### config.mk
export PLATFORM = sky130hd
export DESIGN_NAME = bypass_queue_stage
export DESIGN_NICKNAME = d
export VERILOG_FILES = /design/src/bram/bypass_queue_stage.sv
export SDC_FILE = /design/constraint.sdc
export NUM_CORES = 1
export LEC_CHECK = 0
export ABC_CLOCK_PERIOD_IN_PS = 3700
export BUFFER_PORTS_ARGS = -buffer_cell sky130_fd_sc_hd__buf_2
export CAP_MARGIN = 20
export CELL_PAD_IN_SITES_DETAIL_PLACEMENT = 0
export CELL_PAD_IN_SITES_GLOBAL_PLACEMENT = 1
export CORE_MARGIN = 3
export CORE_UTILIZATION = 42
export CTS_BUF_LIST = sky130_fd_sc_hd__clkbuf_2
export CTS_CLUSTER_DIAMETER = 30
export DETAILED_ROUTE_END_ITERATION = 10
export PLACE_DENSITY_LB_ADDON = 0.15
export SKIP_CTS_REPAIR_TIMING = 1
export SYNTH_ARGS = -nofsm -noshare
export SYNTH_HDL_FRONTEND = slang
export SYNTH_SLANG_ARGS = --single-unit
export TNS_END_PERCENT = 5
### constraint.sdc
create_clock -name clk_main_a0 -period 3.7 [get_ports clk_main_a0]
set_input_delay 0.74 -clock clk_main_a0 [delete_from_list [all_inputs] [get_ports clk_main_a0]]
set_output_delay 0.74 -clock clk_main_a0 [all_outputs]
set_load 0.02 [all_outputs]
### src/bram/bypass_queue_stage.sv
// single-element bypass queue stage
// empty stage passes input straight through, message is stored
// only when the downstream side does not take it
`timescale 1ns/1ps

module bypass_queue_stage #(
  parameter int MSG_W = 32
) (
  input  logic             clk_main_a0,
  input  logic             rst_main_n_sync,
  input  logic [MSG_W-1:0] enq_msg,
  input  logic             enq_val,
  output logic             enq_rdy,
  output logic [MSG_W-1:0] deq_msg,
  output logic             deq_val,
  input  logic             deq_rdy,
  output logic             full
);

  logic [MSG_W-1:0] msg_q;
  logic             do_enq;
  logic             do_deq;

  // storage free means ready
  assign enq_rdy = ~full;
  assign deq_val = full | enq_val;
  // stored entry goes out ahead of the bypass
  assign deq_msg = full ? msg_q : enq_msg;

  assign do_enq = enq_val & enq_rdy;
  assign do_deq = deq_val & deq_rdy;

  // dequeue empties the stage and an unbypassed enqueue fills it
  always_ff @(posedge clk_main_a0) begin
    if (!rst_main_n_sync) begin
      full <= 1'b0;
    end else if (do_deq) begin
      full <= 1'b0;
    end else if (do_enq) begin
      full <= 1'b1;
    end
  end

  // capture on every enqueue and keep it only if full rises
  always_ff @(posedge clk_main_a0) begin
    if (do_enq) begin
      msg_q <= enq_msg;
    end
  end

endmodule

==> impl_metrics.sql <==
INSERT INTO impl_metrics (metric_group, metric, value, unit) VALUES
('critical_path', 'rr_worst_depth', '2', ''),
('timing', 'setup_violations', '0', ''),
('routing', 'routed_wire_length_per_instance', '13.7', 'um'),
('critical_path', 'r2r-start', 'full', ''),
('cells_and_area', 'area_delta_synth_final', '25.5', '%'),
('floorplan', 'fp.dieH', '66.6', 'um'),
('timing', 'relSlewSlack', '29.2', '%'),
('place', 'finalWeightedCongestion', '0.618', ''),
('floorplan', 'fp.dieW', '66.6', 'um'),
('hold_path', 'timing.hold.worst_path_depth', '1', ''),
('place', 'dp.final_hpwl', '1.97', 'mm'),
('hold_path', 'hold_wc_startpoint', 'enq_msg[21]', ''),
('synthesis', 'synth_largest_type_area_fraction', '62.4', '%'),
('critical_path', 'launch_point_of_the_critical_path', 'full', ''),
('flow_run', 'cap_violations', '0', ''),
('pwr', 'cellPowerDensity', '392', 'nW/um^2'),
('pwr', 'worst_ir_drop_vdd', '0.000256', 'V'),
('clock_tree', 'clk_pin_slew', '0.15', 'ns'),
('timing', 'final_period_minus_worst_setup_slack', '2.73', 'ns'),
('critical_path', 'reg2reg_to', 'msg_q[22]', ''),
('synthesis', 'post-synth-top-count-cell', 'edfxtp_1', ''),
('timing', 'fin_crit_sh', '73.7', '%'),
('clock_tree', 'cts.htree.levels', '2', ''),
('timing', 'totalNegativeSetupSlack', '0', 'ns'),
('critical_path', 'critical_path_class', 'reg -> out', ''),
('critical_path', 'worstPathRequired', '2.96', 'ns'),
('synthesis', 'synth_cells', '73', ''),
('outcome', 'status', 'complete, no violations', ''),
('clock_tree', 'sinks_on_clock_net', '33', ''),
('timing', 'worst_clock_skew', '0.00737', 'ns'),
('grt', 'grt_usage', '13.3', '%'),
('clock_tree', 'cts_buffer_depth', '2', ''),
('synthesis', 'yosys-mux-area-fraction', '30.2', '%'),
('critical_path', 'timing.critical_path.arrival', '1.99', 'ns'),
('grt', 'grt_antenna_before_repair', '0', ''),
('floorplan', 'dieArea', '4430', 'sq um'),
('grt', 'first_global_vias', '885', ''),
('hold_path', 'worst_hold_path_type', 'in -> reg', ''),
('clock_tree', 'clk_latency', '0.35', 'ns'),
('timing', 'final-hold-violation-count', '0', ''),
('routing', 'dr.first_iter.drc_count', '20', ''),
('cells_and_area', 'utilization', '56.2', '%'),
('grt', 'grt_overflow', '0', ''),
('place', 'preCtsSetupSlack', '1.34', 'ns'),
('timing', 'rsz0062_at_grt', 'false', ''),
('floorplan', 'coreArea', '3440', 'sq um'),
('pwr', 'total_power', '0.000758', 'W'),
('place', 'place.port_buffers', '70', ''),
('synthesis', 'syn-num-nets', '109', ''),
('grt', 'grt_first_pass_wirelength', '4.25', 'mm'),
('synthesis', 'synth_top_family_by_area', 'multiplexers', ''),
('synthesis', 'yosys.area_share.simple', '1.54', '%'),
('synthesis', 'synth_sequential_area_ratio', '63.7', '%'),
('routing', 'residual_drc_count', '0', ''),
('synthesis', 'synth_enable_flop_cells', '32', ''),
('synthesis', 'postSynthRegisterBits', '33', ''),
('routing', 'detailroute.via_count', '898', ''),
('floorplan', 'floorplan.initialDensity', '44.7', '%'),
('hold_path', 'worstHoldEndpoint', 'msg_q[21]', ''),
('clock_tree', 'root_buffer', 'clkbuf_2', ''),
('synthesis', 'synth_fa_ha_area_share', '0', '%'),
('routing', 'drt_pass1_iterations', '2', ''),
('critical_path', 'r2r_setup_slack', '1.63', 'ns'),
('cells_and_area', 'diodes', '0', ''),
('synthesis', 'synth_compound_area_share', '0', '%'),
('synthesis', 'synthXorXnorAreaFrac', '0', '%'),
('synthesis', 'synth_area_leaders', 'edfxtp_1, mux2_4, mux2_2, buf_12, dfxtp_1', ''),
('cells_and_area', 'final_nets', '183', ''),
('synthesis', 'ys.warnings.count', '0', ''),
('grt', 'grt_max_degree', '37', ''),
('critical_path', 'critical_path_peak_fanout', '36', '');
worst max-delay path by stage:
stage	end	slack (ns)
5_1_grt	deq_msg[0]	0.81
3_3_place_gp	deq_msg[31]	1.36
6_report	deq_msg[31]	0.97
3_5_place_dp	deq_msg[0]	1.34
2_1_floorplan	msg_q[0]	1.09
4_1_cts	deq_msg[0]	0.89
layer usage:
| layer | track usage [%] | share of wire [%] |
|---|---|---|
| met1 | 16.6 | 42 |
| met2 | 19.9 | 47 |
| met3 | 3.88 | 9.4 |
| met4 | 8.38 | 1.3 |
| met5 | 0 | 0 |
registers in the layout (all words and copies together) (netlist names):
register	cells
full	1
msg_q	32
layout make-up:
type                            instances  area, sq um
Timing Repair Buffer                   71          358
Tap cell                               46         57.6
Inverter                                1         3.75
Fill cell                             305         1510
Sequential cell                        33          982
Clock buffer                            8         40.0
Multi-Input combinational cell         35          492
worst max-delay path: stages, from the launching register on:
cell	delay, ns
dfxtp_2	1.06
mux2_2	0.41
buf_2	0.16
kinds of logic (layout without fill, tap and decap cells):
kind of cell	count (synthesis)	after routing
buffers and inverters	5	80
flip-flops	33	33
multiplexers	32	32
AND/OR/NAND/NOR	3	3
per-stage QoR:
stage	hold slack (ns)	instances	cell area, sq um
4_1_cts	0.530	194	1930
5_1_grt	0.524	194	1930
3_3_place_gp	0.929	186	1890
3_5_place_dp	0.932	186	1890
6_report	0.560	194	1930
2_1_floorplan	0.839	73	1540
placed cells by master, fill, tap and decap left out:
master	Yosys	routed
mux2_2	4	4
or2_4	1	1
buf_4	0	1
edfxtp_1	32	32
inv_1	1	1
buf_2	0	70
nor2b_2	0	1
mux2_4	28	28
and3b_1	1	1
clkbuf_2	0	8
dfxtp_2	0	1
where the power goes:
group,switching (W),internal (W),total (W)
registers,0.0000140,0.000435,0.000449
clock network,0.000111,0.0000558,0.000167
logic,0.0000697,0.0000723,0.000142
total,0.000195,0.000563,0.000758
No activity file was read; power rests on OpenSTA's default activity.
