**src/common/mbox_pkg.sv**
```systemverilog
// mailbox shared definitions
// data and address widths, host address map, AXI response codes
// and the memory message type codes used on the val/rdy request path
package mbox_pkg;

  // ----------------------------------------
  // widths
  // ----------------------------------------
  // one host word per RAM word
  localparam int MBOX_DATA_W = 32;
  // host byte address
  localparam int MBOX_ADDR_W = 32;

  // ----------------------------------------
  // host address map
  // ----------------------------------------
  // memory window starts here and spans 2^RAM_AW words
  localparam logic [MBOX_ADDR_W-1:0] RAM_BASE_ADDR = 32'h0000_1000;
  // read-only identification register
  localparam logic [MBOX_ADDR_W-1:0] ID_REG_ADDR   = 32'h0000_0000;
  localparam logic [MBOX_DATA_W-1:0] MBOX_ID       = 32'h4d42_0001;

  // ----------------------------------------
  // memory message types
  // ----------------------------------------
  localparam int MEM_TYPE_W = 3;
  localparam logic [MEM_TYPE_W-1:0] MEM_TYPE_READ  = 3'd0;
  localparam logic [MEM_TYPE_W-1:0] MEM_TYPE_WRITE = 3'd1;

  // response message is {type, data}
  localparam int RESP_MSG_W = MEM_TYPE_W + MBOX_DATA_W;

  // ----------------------------------------
  // AXI response codes
  // ----------------------------------------
  localparam logic [1:0] RESP_OKAY   = 2'b00;
  localparam logic [1:0] RESP_SLVERR = 2'b10;

endpackage

```
**src/host_if/axil_mbox_slave.sv**
```systemverilog
// AXI-Lite single-beat slave for the mailbox
// decodes host addresses into window, ID register or unmapped,
// issues val/rdy memory requests for window accesses, returns
// memory responses on b or r and answers ID and unmapped accesses locally
`timescale 1ns/1ps

module axil_mbox_slave
  import mbox_pkg::*;
#(
  parameter int RAM_AW = 8
) (
  input  logic                   clk_main_a0,
  input  logic                   rst_main_n_sync,
  input  logic [MBOX_ADDR_W-1:0] awaddr,
  input  logic                   awvalid,
  output logic                   awready,
  input  logic [MBOX_DATA_W-1:0] wdata,
  input  logic                   wvalid,
  output logic                   wready,
  output logic [1:0]             bresp,
  output logic                   bvalid,
  input  logic                   bready,
  input  logic [MBOX_ADDR_W-1:0] araddr,
  input  logic                   arvalid,
  output logic                   arready,
  output logic [MBOX_DATA_W-1:0] rdata,
  output logic [1:0]             rresp,
  output logic                   rvalid,
  input  logic                   rready,
  output logic                   mem_req_val,
  input  logic                   mem_req_rdy,
  output logic [MEM_TYPE_W-1:0]  mem_req_type,
  output logic [RAM_AW-1:0]      mem_req_addr,
  output logic [MBOX_DATA_W-1:0] mem_req_data,
  input  logic [RESP_MSG_W-1:0]  resp_msg,
  input  logic                   resp_val,
  output logic                   resp_rdy
);

  // decode results
  localparam logic [1:0] DEC_RAM  = 2'd0;
  localparam logic [1:0] DEC_ID   = 2'd1;
  localparam logic [1:0] DEC_NONE = 2'd2;

  // window covers 2^RAM_AW words from RAM_BASE_ADDR
  // byte offset bits ignored
  function automatic logic [1:0] addr_decode(input logic [MBOX_ADDR_W-1:0] addr);
    logic [MBOX_ADDR_W-1:0] offset;
    offset = addr - RAM_BASE_ADDR;
    if (addr >= RAM_BASE_ADDR && (offset >> (RAM_AW + 2)) == '0) begin
      addr_decode = DEC_RAM;
    end else if (addr == ID_REG_ADDR) begin
      addr_decode = DEC_ID;
    end else begin
      addr_decode = DEC_NONE;
    end
  endfunction

  logic                   wr_active;
  logic                   wr_data_done;
  logic [MBOX_ADDR_W-1:0] wr_addr;
  logic                   rd_active;
  logic [1:0]             wr_dec;
  logic [1:0]             rd_dec;
  logic                   aw_go, w_go, b_go, ar_go, r_go, resp_go;
  logic                   b_set, r_set;
  logic [MEM_TYPE_W-1:0]  resp_type;
  logic [MBOX_DATA_W-1:0] resp_data;
  logic                   resp_is_wr;

  // ----------------------------------------
  // handshakes
  // ----------------------------------------
  // one transaction at a time
  // write wins a tie with a read
  assign awready = ~wr_active & ~rd_active;
  assign wready  = wr_active & ~wr_data_done & wvalid;
  assign arready = ~rd_active & ~rvalid & ~wr_active & ~awvalid;
  // no new response while one is waiting on the host
  assign resp_rdy = ~bvalid & ~rvalid;

  assign aw_go   = awvalid & awready;
  assign w_go    = wready;
  assign b_go    = bvalid & bready;
  assign ar_go   = arvalid & arready;
  assign r_go    = rvalid & rready;
  assign resp_go = resp_val & resp_rdy;

  // response message fields
  assign resp_type  = resp_msg[RESP_MSG_W-1 -: MEM_TYPE_W];
  assign resp_data  = resp_msg[MBOX_DATA_W-1:0];
  assign resp_is_wr = (resp_type == MEM_TYPE_WRITE);

  assign wr_dec = addr_decode(wr_addr);
  assign rd_dec = addr_decode(araddr);

  // local answers one cycle after acceptance
  // memory answers on resp_go
  assign b_set = (w_go && wr_dec != DEC_RAM) || (resp_go && resp_is_wr);
  assign r_set = (ar_go && rd_dec != DEC_RAM) || (resp_go && !resp_is_wr);

  // ----------------------------------------
  // control state
  // ----------------------------------------
  always_ff @(posedge clk_main_a0) begin
    if (!rst_main_n_sync) begin
      wr_active    <= 1'b0;
      wr_data_done <= 1'b0;
      rd_active    <= 1'b0;
      bvalid       <= 1'b0;
      rvalid       <= 1'b0;
      mem_req_val  <= 1'b0;
    end else begin
      if (aw_go) begin
        wr_active    <= 1'b1;
        wr_data_done <= 1'b0;
      end
      if (w_go) begin
        wr_data_done <= 1'b1;
      end
      if (b_go) begin
        wr_active <= 1'b0;
      end
      if (ar_go) begin
        rd_active <= 1'b1;
      end
      if (r_go) begin
        rd_active <= 1'b0;
      end
      // response valids hold until host takes them
      if (b_go) begin
        bvalid <= 1'b0;
      end
      if (b_set) begin
        bvalid <= 1'b1;
      end
      if (r_go) begin
        rvalid <= 1'b0;
      end
      if (r_set) begin
        rvalid <= 1'b1;
      end
      // one request per window access
      if (mem_req_val && mem_req_rdy) begin
        mem_req_val <= 1'b0;
      end
      if ((w_go && wr_dec == DEC_RAM) || (ar_go && rd_dec == DEC_RAM)) begin
        mem_req_val <= 1'b1;
      end
    end
  end

  // ----------------------------------------
  // payload registers
  // ----------------------------------------
  always_ff @(posedge clk_main_a0) begin
    if (aw_go) begin
      wr_addr <= awaddr;
    end
    // ID writes and unmapped writes both fail
    if (b_set) begin
      bresp <= resp_go ? RESP_OKAY : RESP_SLVERR;
    end
    if (r_set) begin
      if (resp_go) begin
        rdata <= resp_data;
        rresp <= RESP_OKAY;
      end else if (rd_dec == DEC_ID) begin
        rdata <= MBOX_ID;
        rresp <= RESP_OKAY;
      end else begin
        rdata <= '0;
        rresp <= RESP_SLVERR;
      end
    end
    // request fields held stable while mem_req_val is up
    if (w_go) begin
      mem_req_type <= MEM_TYPE_WRITE;
      mem_req_addr <= wr_addr[RAM_AW+1:2];
      mem_req_data <= wdata;
    end else if (ar_go) begin
      mem_req_type <= MEM_TYPE_READ;
      mem_req_addr <= araddr[RAM_AW+1:2];
      mem_req_data <= '0;
    end
  end

endmodule

```
**config.mk**
```make
export PLATFORM = sky130hd
export DESIGN_NAME = axil_mbox_slave
export DESIGN_NICKNAME = d
export VERILOG_FILES = /design/src/common/mbox_pkg.sv /design/src/host_if/axil_mbox_slave.sv
export SDC_FILE = /design/constraint.sdc
export NUM_CORES = 1
export LEC_CHECK = 0
export BUFFER_PORTS_ARGS = -buffer_cell sky130_fd_sc_hd__buf_2
export CORE_ASPECT_RATIO = 1.2
export CORE_MARGIN = 2
export CORE_UTILIZATION = 48
export DETAILED_ROUTE_END_ITERATION = 8
export PLACE_DENSITY_LB_ADDON = 0.1
export SLEW_MARGIN = 20
export SYNTH_ARGS = -nofsm -noshare
export SYNTH_HDL_FRONTEND = slang
export SYNTH_SLANG_ARGS = --single-unit
```
**constraint.sdc**
```tcl
create_clock -name clk_main_a0 -period 11.2 [get_ports clk_main_a0]
set_input_delay 2.24 -clock clk_main_a0 [delete_from_list [all_inputs] [get_ports clk_main_a0]]
set_output_delay 2.24 -clock clk_main_a0 [all_outputs]
set_load 0.01 [all_outputs]
```
==> results.toml <==
[pwr]
pwr-share-comb_pct = 14.6
internal-power_uw = 648.9
power_uw = 852.7
p_leak_nw = 2.464
p_clk_share_pct = 25.1
power_frac_seq_pct = 60.3
switching_share_pct = 23.91
power.density_nw_per_um2 = 152.1
ir_drop_v = 0.00008517
p_sw_uw = 203.9

[timing]
setup_viol = 0
rsz0062_at_grt = "no"
hold_viol_final = 0
period_needed_ns = 5.281
fmax_mhz = 189.4
min_period_over_period_pct = 47.15
clock_skew_ns = 0.01180
slew-limit-headroom_pct = 35.36
tns_ns = 0
worst_pin_slew_ns = 0.9696
slew_viol_final = 0

[min_path]
hold_class = "flop to flop"
whs_endpoint = "mem_req_type[0]$_SDFFE_PP1P_"
min_path_cells = 1
hold_start = "mem_req_type[0]$_SDFFE_PP1P_"

[clock_tree]
cts.sinks = 111
clk_path_buf_depth = 2
cts_inserted_buffers = 9
post_cts_buffers = 0
h-tree-depth = 3
cts_tree = "built"
cts_hold_buffers = 0
clock_latency_ns = 0.37
post_cts_resized = 0
cts_root_buf = "clkbuf_8"
clk_pin_slew_ns = 0.09

[routing]
viasPerCell = 4.800
wire_per_inst_um = 15.12
vias = 2885
ant_nets = 0
drc_errors = 0
drt_wl_total_mm = 9.088
drt_iter0_drc = 127
first_pass_iters = 4

[grt]
grt_max_degree = 47
antenna_found_initial = 1
grt_pass1_wl_mm = 13.18
grt_usage_pct = 18.70
grt_pass1_vias = 2729
grt-ovfl-total = 0

[worst_setup_path]
critPathSlowestCell = "buf_4"
critPathLaunchType = "input pin"
r2r-start = "wr_active$_SDFFE_PP0P_"
cp.required_ns = 8.96
path_common_cell = "buf_2"
cp.arrival_ns = 3.04
path_class = "input pin to output port"
end_kind = "output port"
r2r_slack_ns = 8.99
reg2reg_to = "mem_req_data[7]$_SDFFCE_PN0P_"
crit_chain = "buf_2 > and3b_1 > buf_4 > buf_2"
max_stage_delay_ns = 0.36
cp_num_buf_inv = 3
cp_max_fo = 46
r2r_cells = 3
critical_path.top_delay_family = "buffers and inverters"

[layout]
n_fill_cell = 675
layout_commonest_cell = "buf_2"
final_core_util_pct = 65.46
area_growth_pct = 32.69
final_cell_mix = "219 x buf_2, 104 x edfxtp_1, 32 x and2_1"
drive_gt1_share_pct = 51.97
seq_area_sq_um = 3263
fin_cells = 601
fin_nets = 619
multi_input_area_sq_um = 889.6

[logic_synthesis]
async_flop_share_pct = 0
synth_edf_count = 104
seq_area_frac_synth_pct = 77.23
avgSynthCellArea_sq_um = 16.44
ys_ff_latch = 111
synth_area_leaders = "edfxtp_1 74%, and2_1 4.7%, and3_1 3.7%, dfxtp_1 3.3%, mux2_2 2.1%"
netlist_instances = 257
yosysWarnings = 0
synth_top_area_cell = "edfxtp_1"
synth_top_cell_area_share_pct = 73.91
ys.flop_type = "edfxtp_1"
synth_area_sq_um = 4225
ys_types = 35

[die]
die_w_um = 89.65
die_y_um = 106.8
fp.coreArea_sq_um = 8564
rows = 37
ios = 226
die-area_sq_um = 9573
initial_core_util_pct = 49.34

[place]
dp_cells = 585
dp.final_hpwl_mm = 6.744
placement.io_buffers = 219
gp_congestion = 0.7554

[job]
drv_cap = 0

[status]
outcome = "finished, final reports clean"
[cell families after synthesis]
family,count (synthesis),share of synthesized area (%)
other,1,0.08875
AND/OR/NAND/NOR,96,14.48
multiplexers,8,2.132
XOR/XNOR,1,0.2073
AO/OA/AOI/OAI,21,3.731
flip-flops,111,77.23
buffers and inverters,19,2.132
[per-layer routing]
metal	wire length [um]	track usage, %	up-vias
met5	0	0	-
met4	246	10.02	0
li1	-	-	1407
met1	3328	21.07	1335
met2	4796	31.83	126
met3	717	4.619	17
[area by class of cell]
type,instances,share of cell area [%]
Multi-Input combinational cell,130,15.87
Sequential cell,111,58.20
Inverter,5,0.3347
Clock buffer,14,2.901
Clock inverter,1,0.08927
Tap cell,117,2.611
Antenna cell,1,0.04463
Timing Repair Buffer,222,19.95
[sequential cells by signal (all words and copies together), names as in the netlist]
register and count:
bresp 1, bvalid 1, mem_req_addr 8, mem_req_data 32, mem_req_type 1, mem_req_val 1
rd_active 1, rdata 32, rresp 1, rvalid 1, wr_active 1, wr_addr 30
wr_data_done 1
[power groups by stage]
| stage | clock (mW) | combinational, mW | sequential, mW |
|---|---|---|---|
| 6_report | 0.214 | 0.125 | 0.514 |
| 5_1_grt | 0.233 | 0.139 | 0.518 |
| 4_1_cts | 0.220 | 0.127 | 0.515 |
| 3_5_place_dp | 0 | 0.127 | 0.524 |
| 3_3_place_gp | 0 | 0.124 | 0.523 |
| 2_1_floorplan | 0 | 0.0444 | 0.541 |
[per-stage QoR]
stage	setup slack, ns	area (sq um)	hold slack (ns)
2_1_floorplan	5.843	4237	0.4490
3_3_place_gp	5.908	5436	0.4344
3_5_place_dp	5.903	5436	0.4413
4_1_cts	5.902	5604	0.4625
5_1_grt	5.851	5607	0.4840
6_report	5.919	5607	0.4558
[how the worst max path moves through the flow]
stage                     startpoint            endpoint  slack [ns]  cells past startpoint
final                         wvalid              wready        5.92                      4
after global routing          wvalid              wready        5.85                      4
after CTS                     wvalid              wready        5.90                      4
after detailed placement      wvalid              wready        5.90                      4
after global placement        wvalid              wready        5.91                      4
after floorplan             resp_val  rdata[0]$_DFFE_PP_        5.84                      3
[cell usage after synthesis, drive strengths merged (3+ instances only)]
| cell type | n |
|---|---|
| inv | 5 |
| nand3 | 5 |
| nor2 | 5 |
| mux2 | 8 |
| and2 | 32 |
| dfxtp | 7 |
| a21oi | 3 |
| buf | 7 |
| o21a | 7 |
| nand2 | 7 |
| clkbuf | 7 |
| o21ai | 3 |
| edfxtp | 104 |
| nor4 | 11 |
| and3 | 25 |
[worst register-to-register path: stages, from the launching register on]
cell and delay [ns]:
dfxtp_1 0.42, and3b_1 0.18, buf_4 0.36, nand2b_2 0.85
Power figures use the tool's default switching activity.
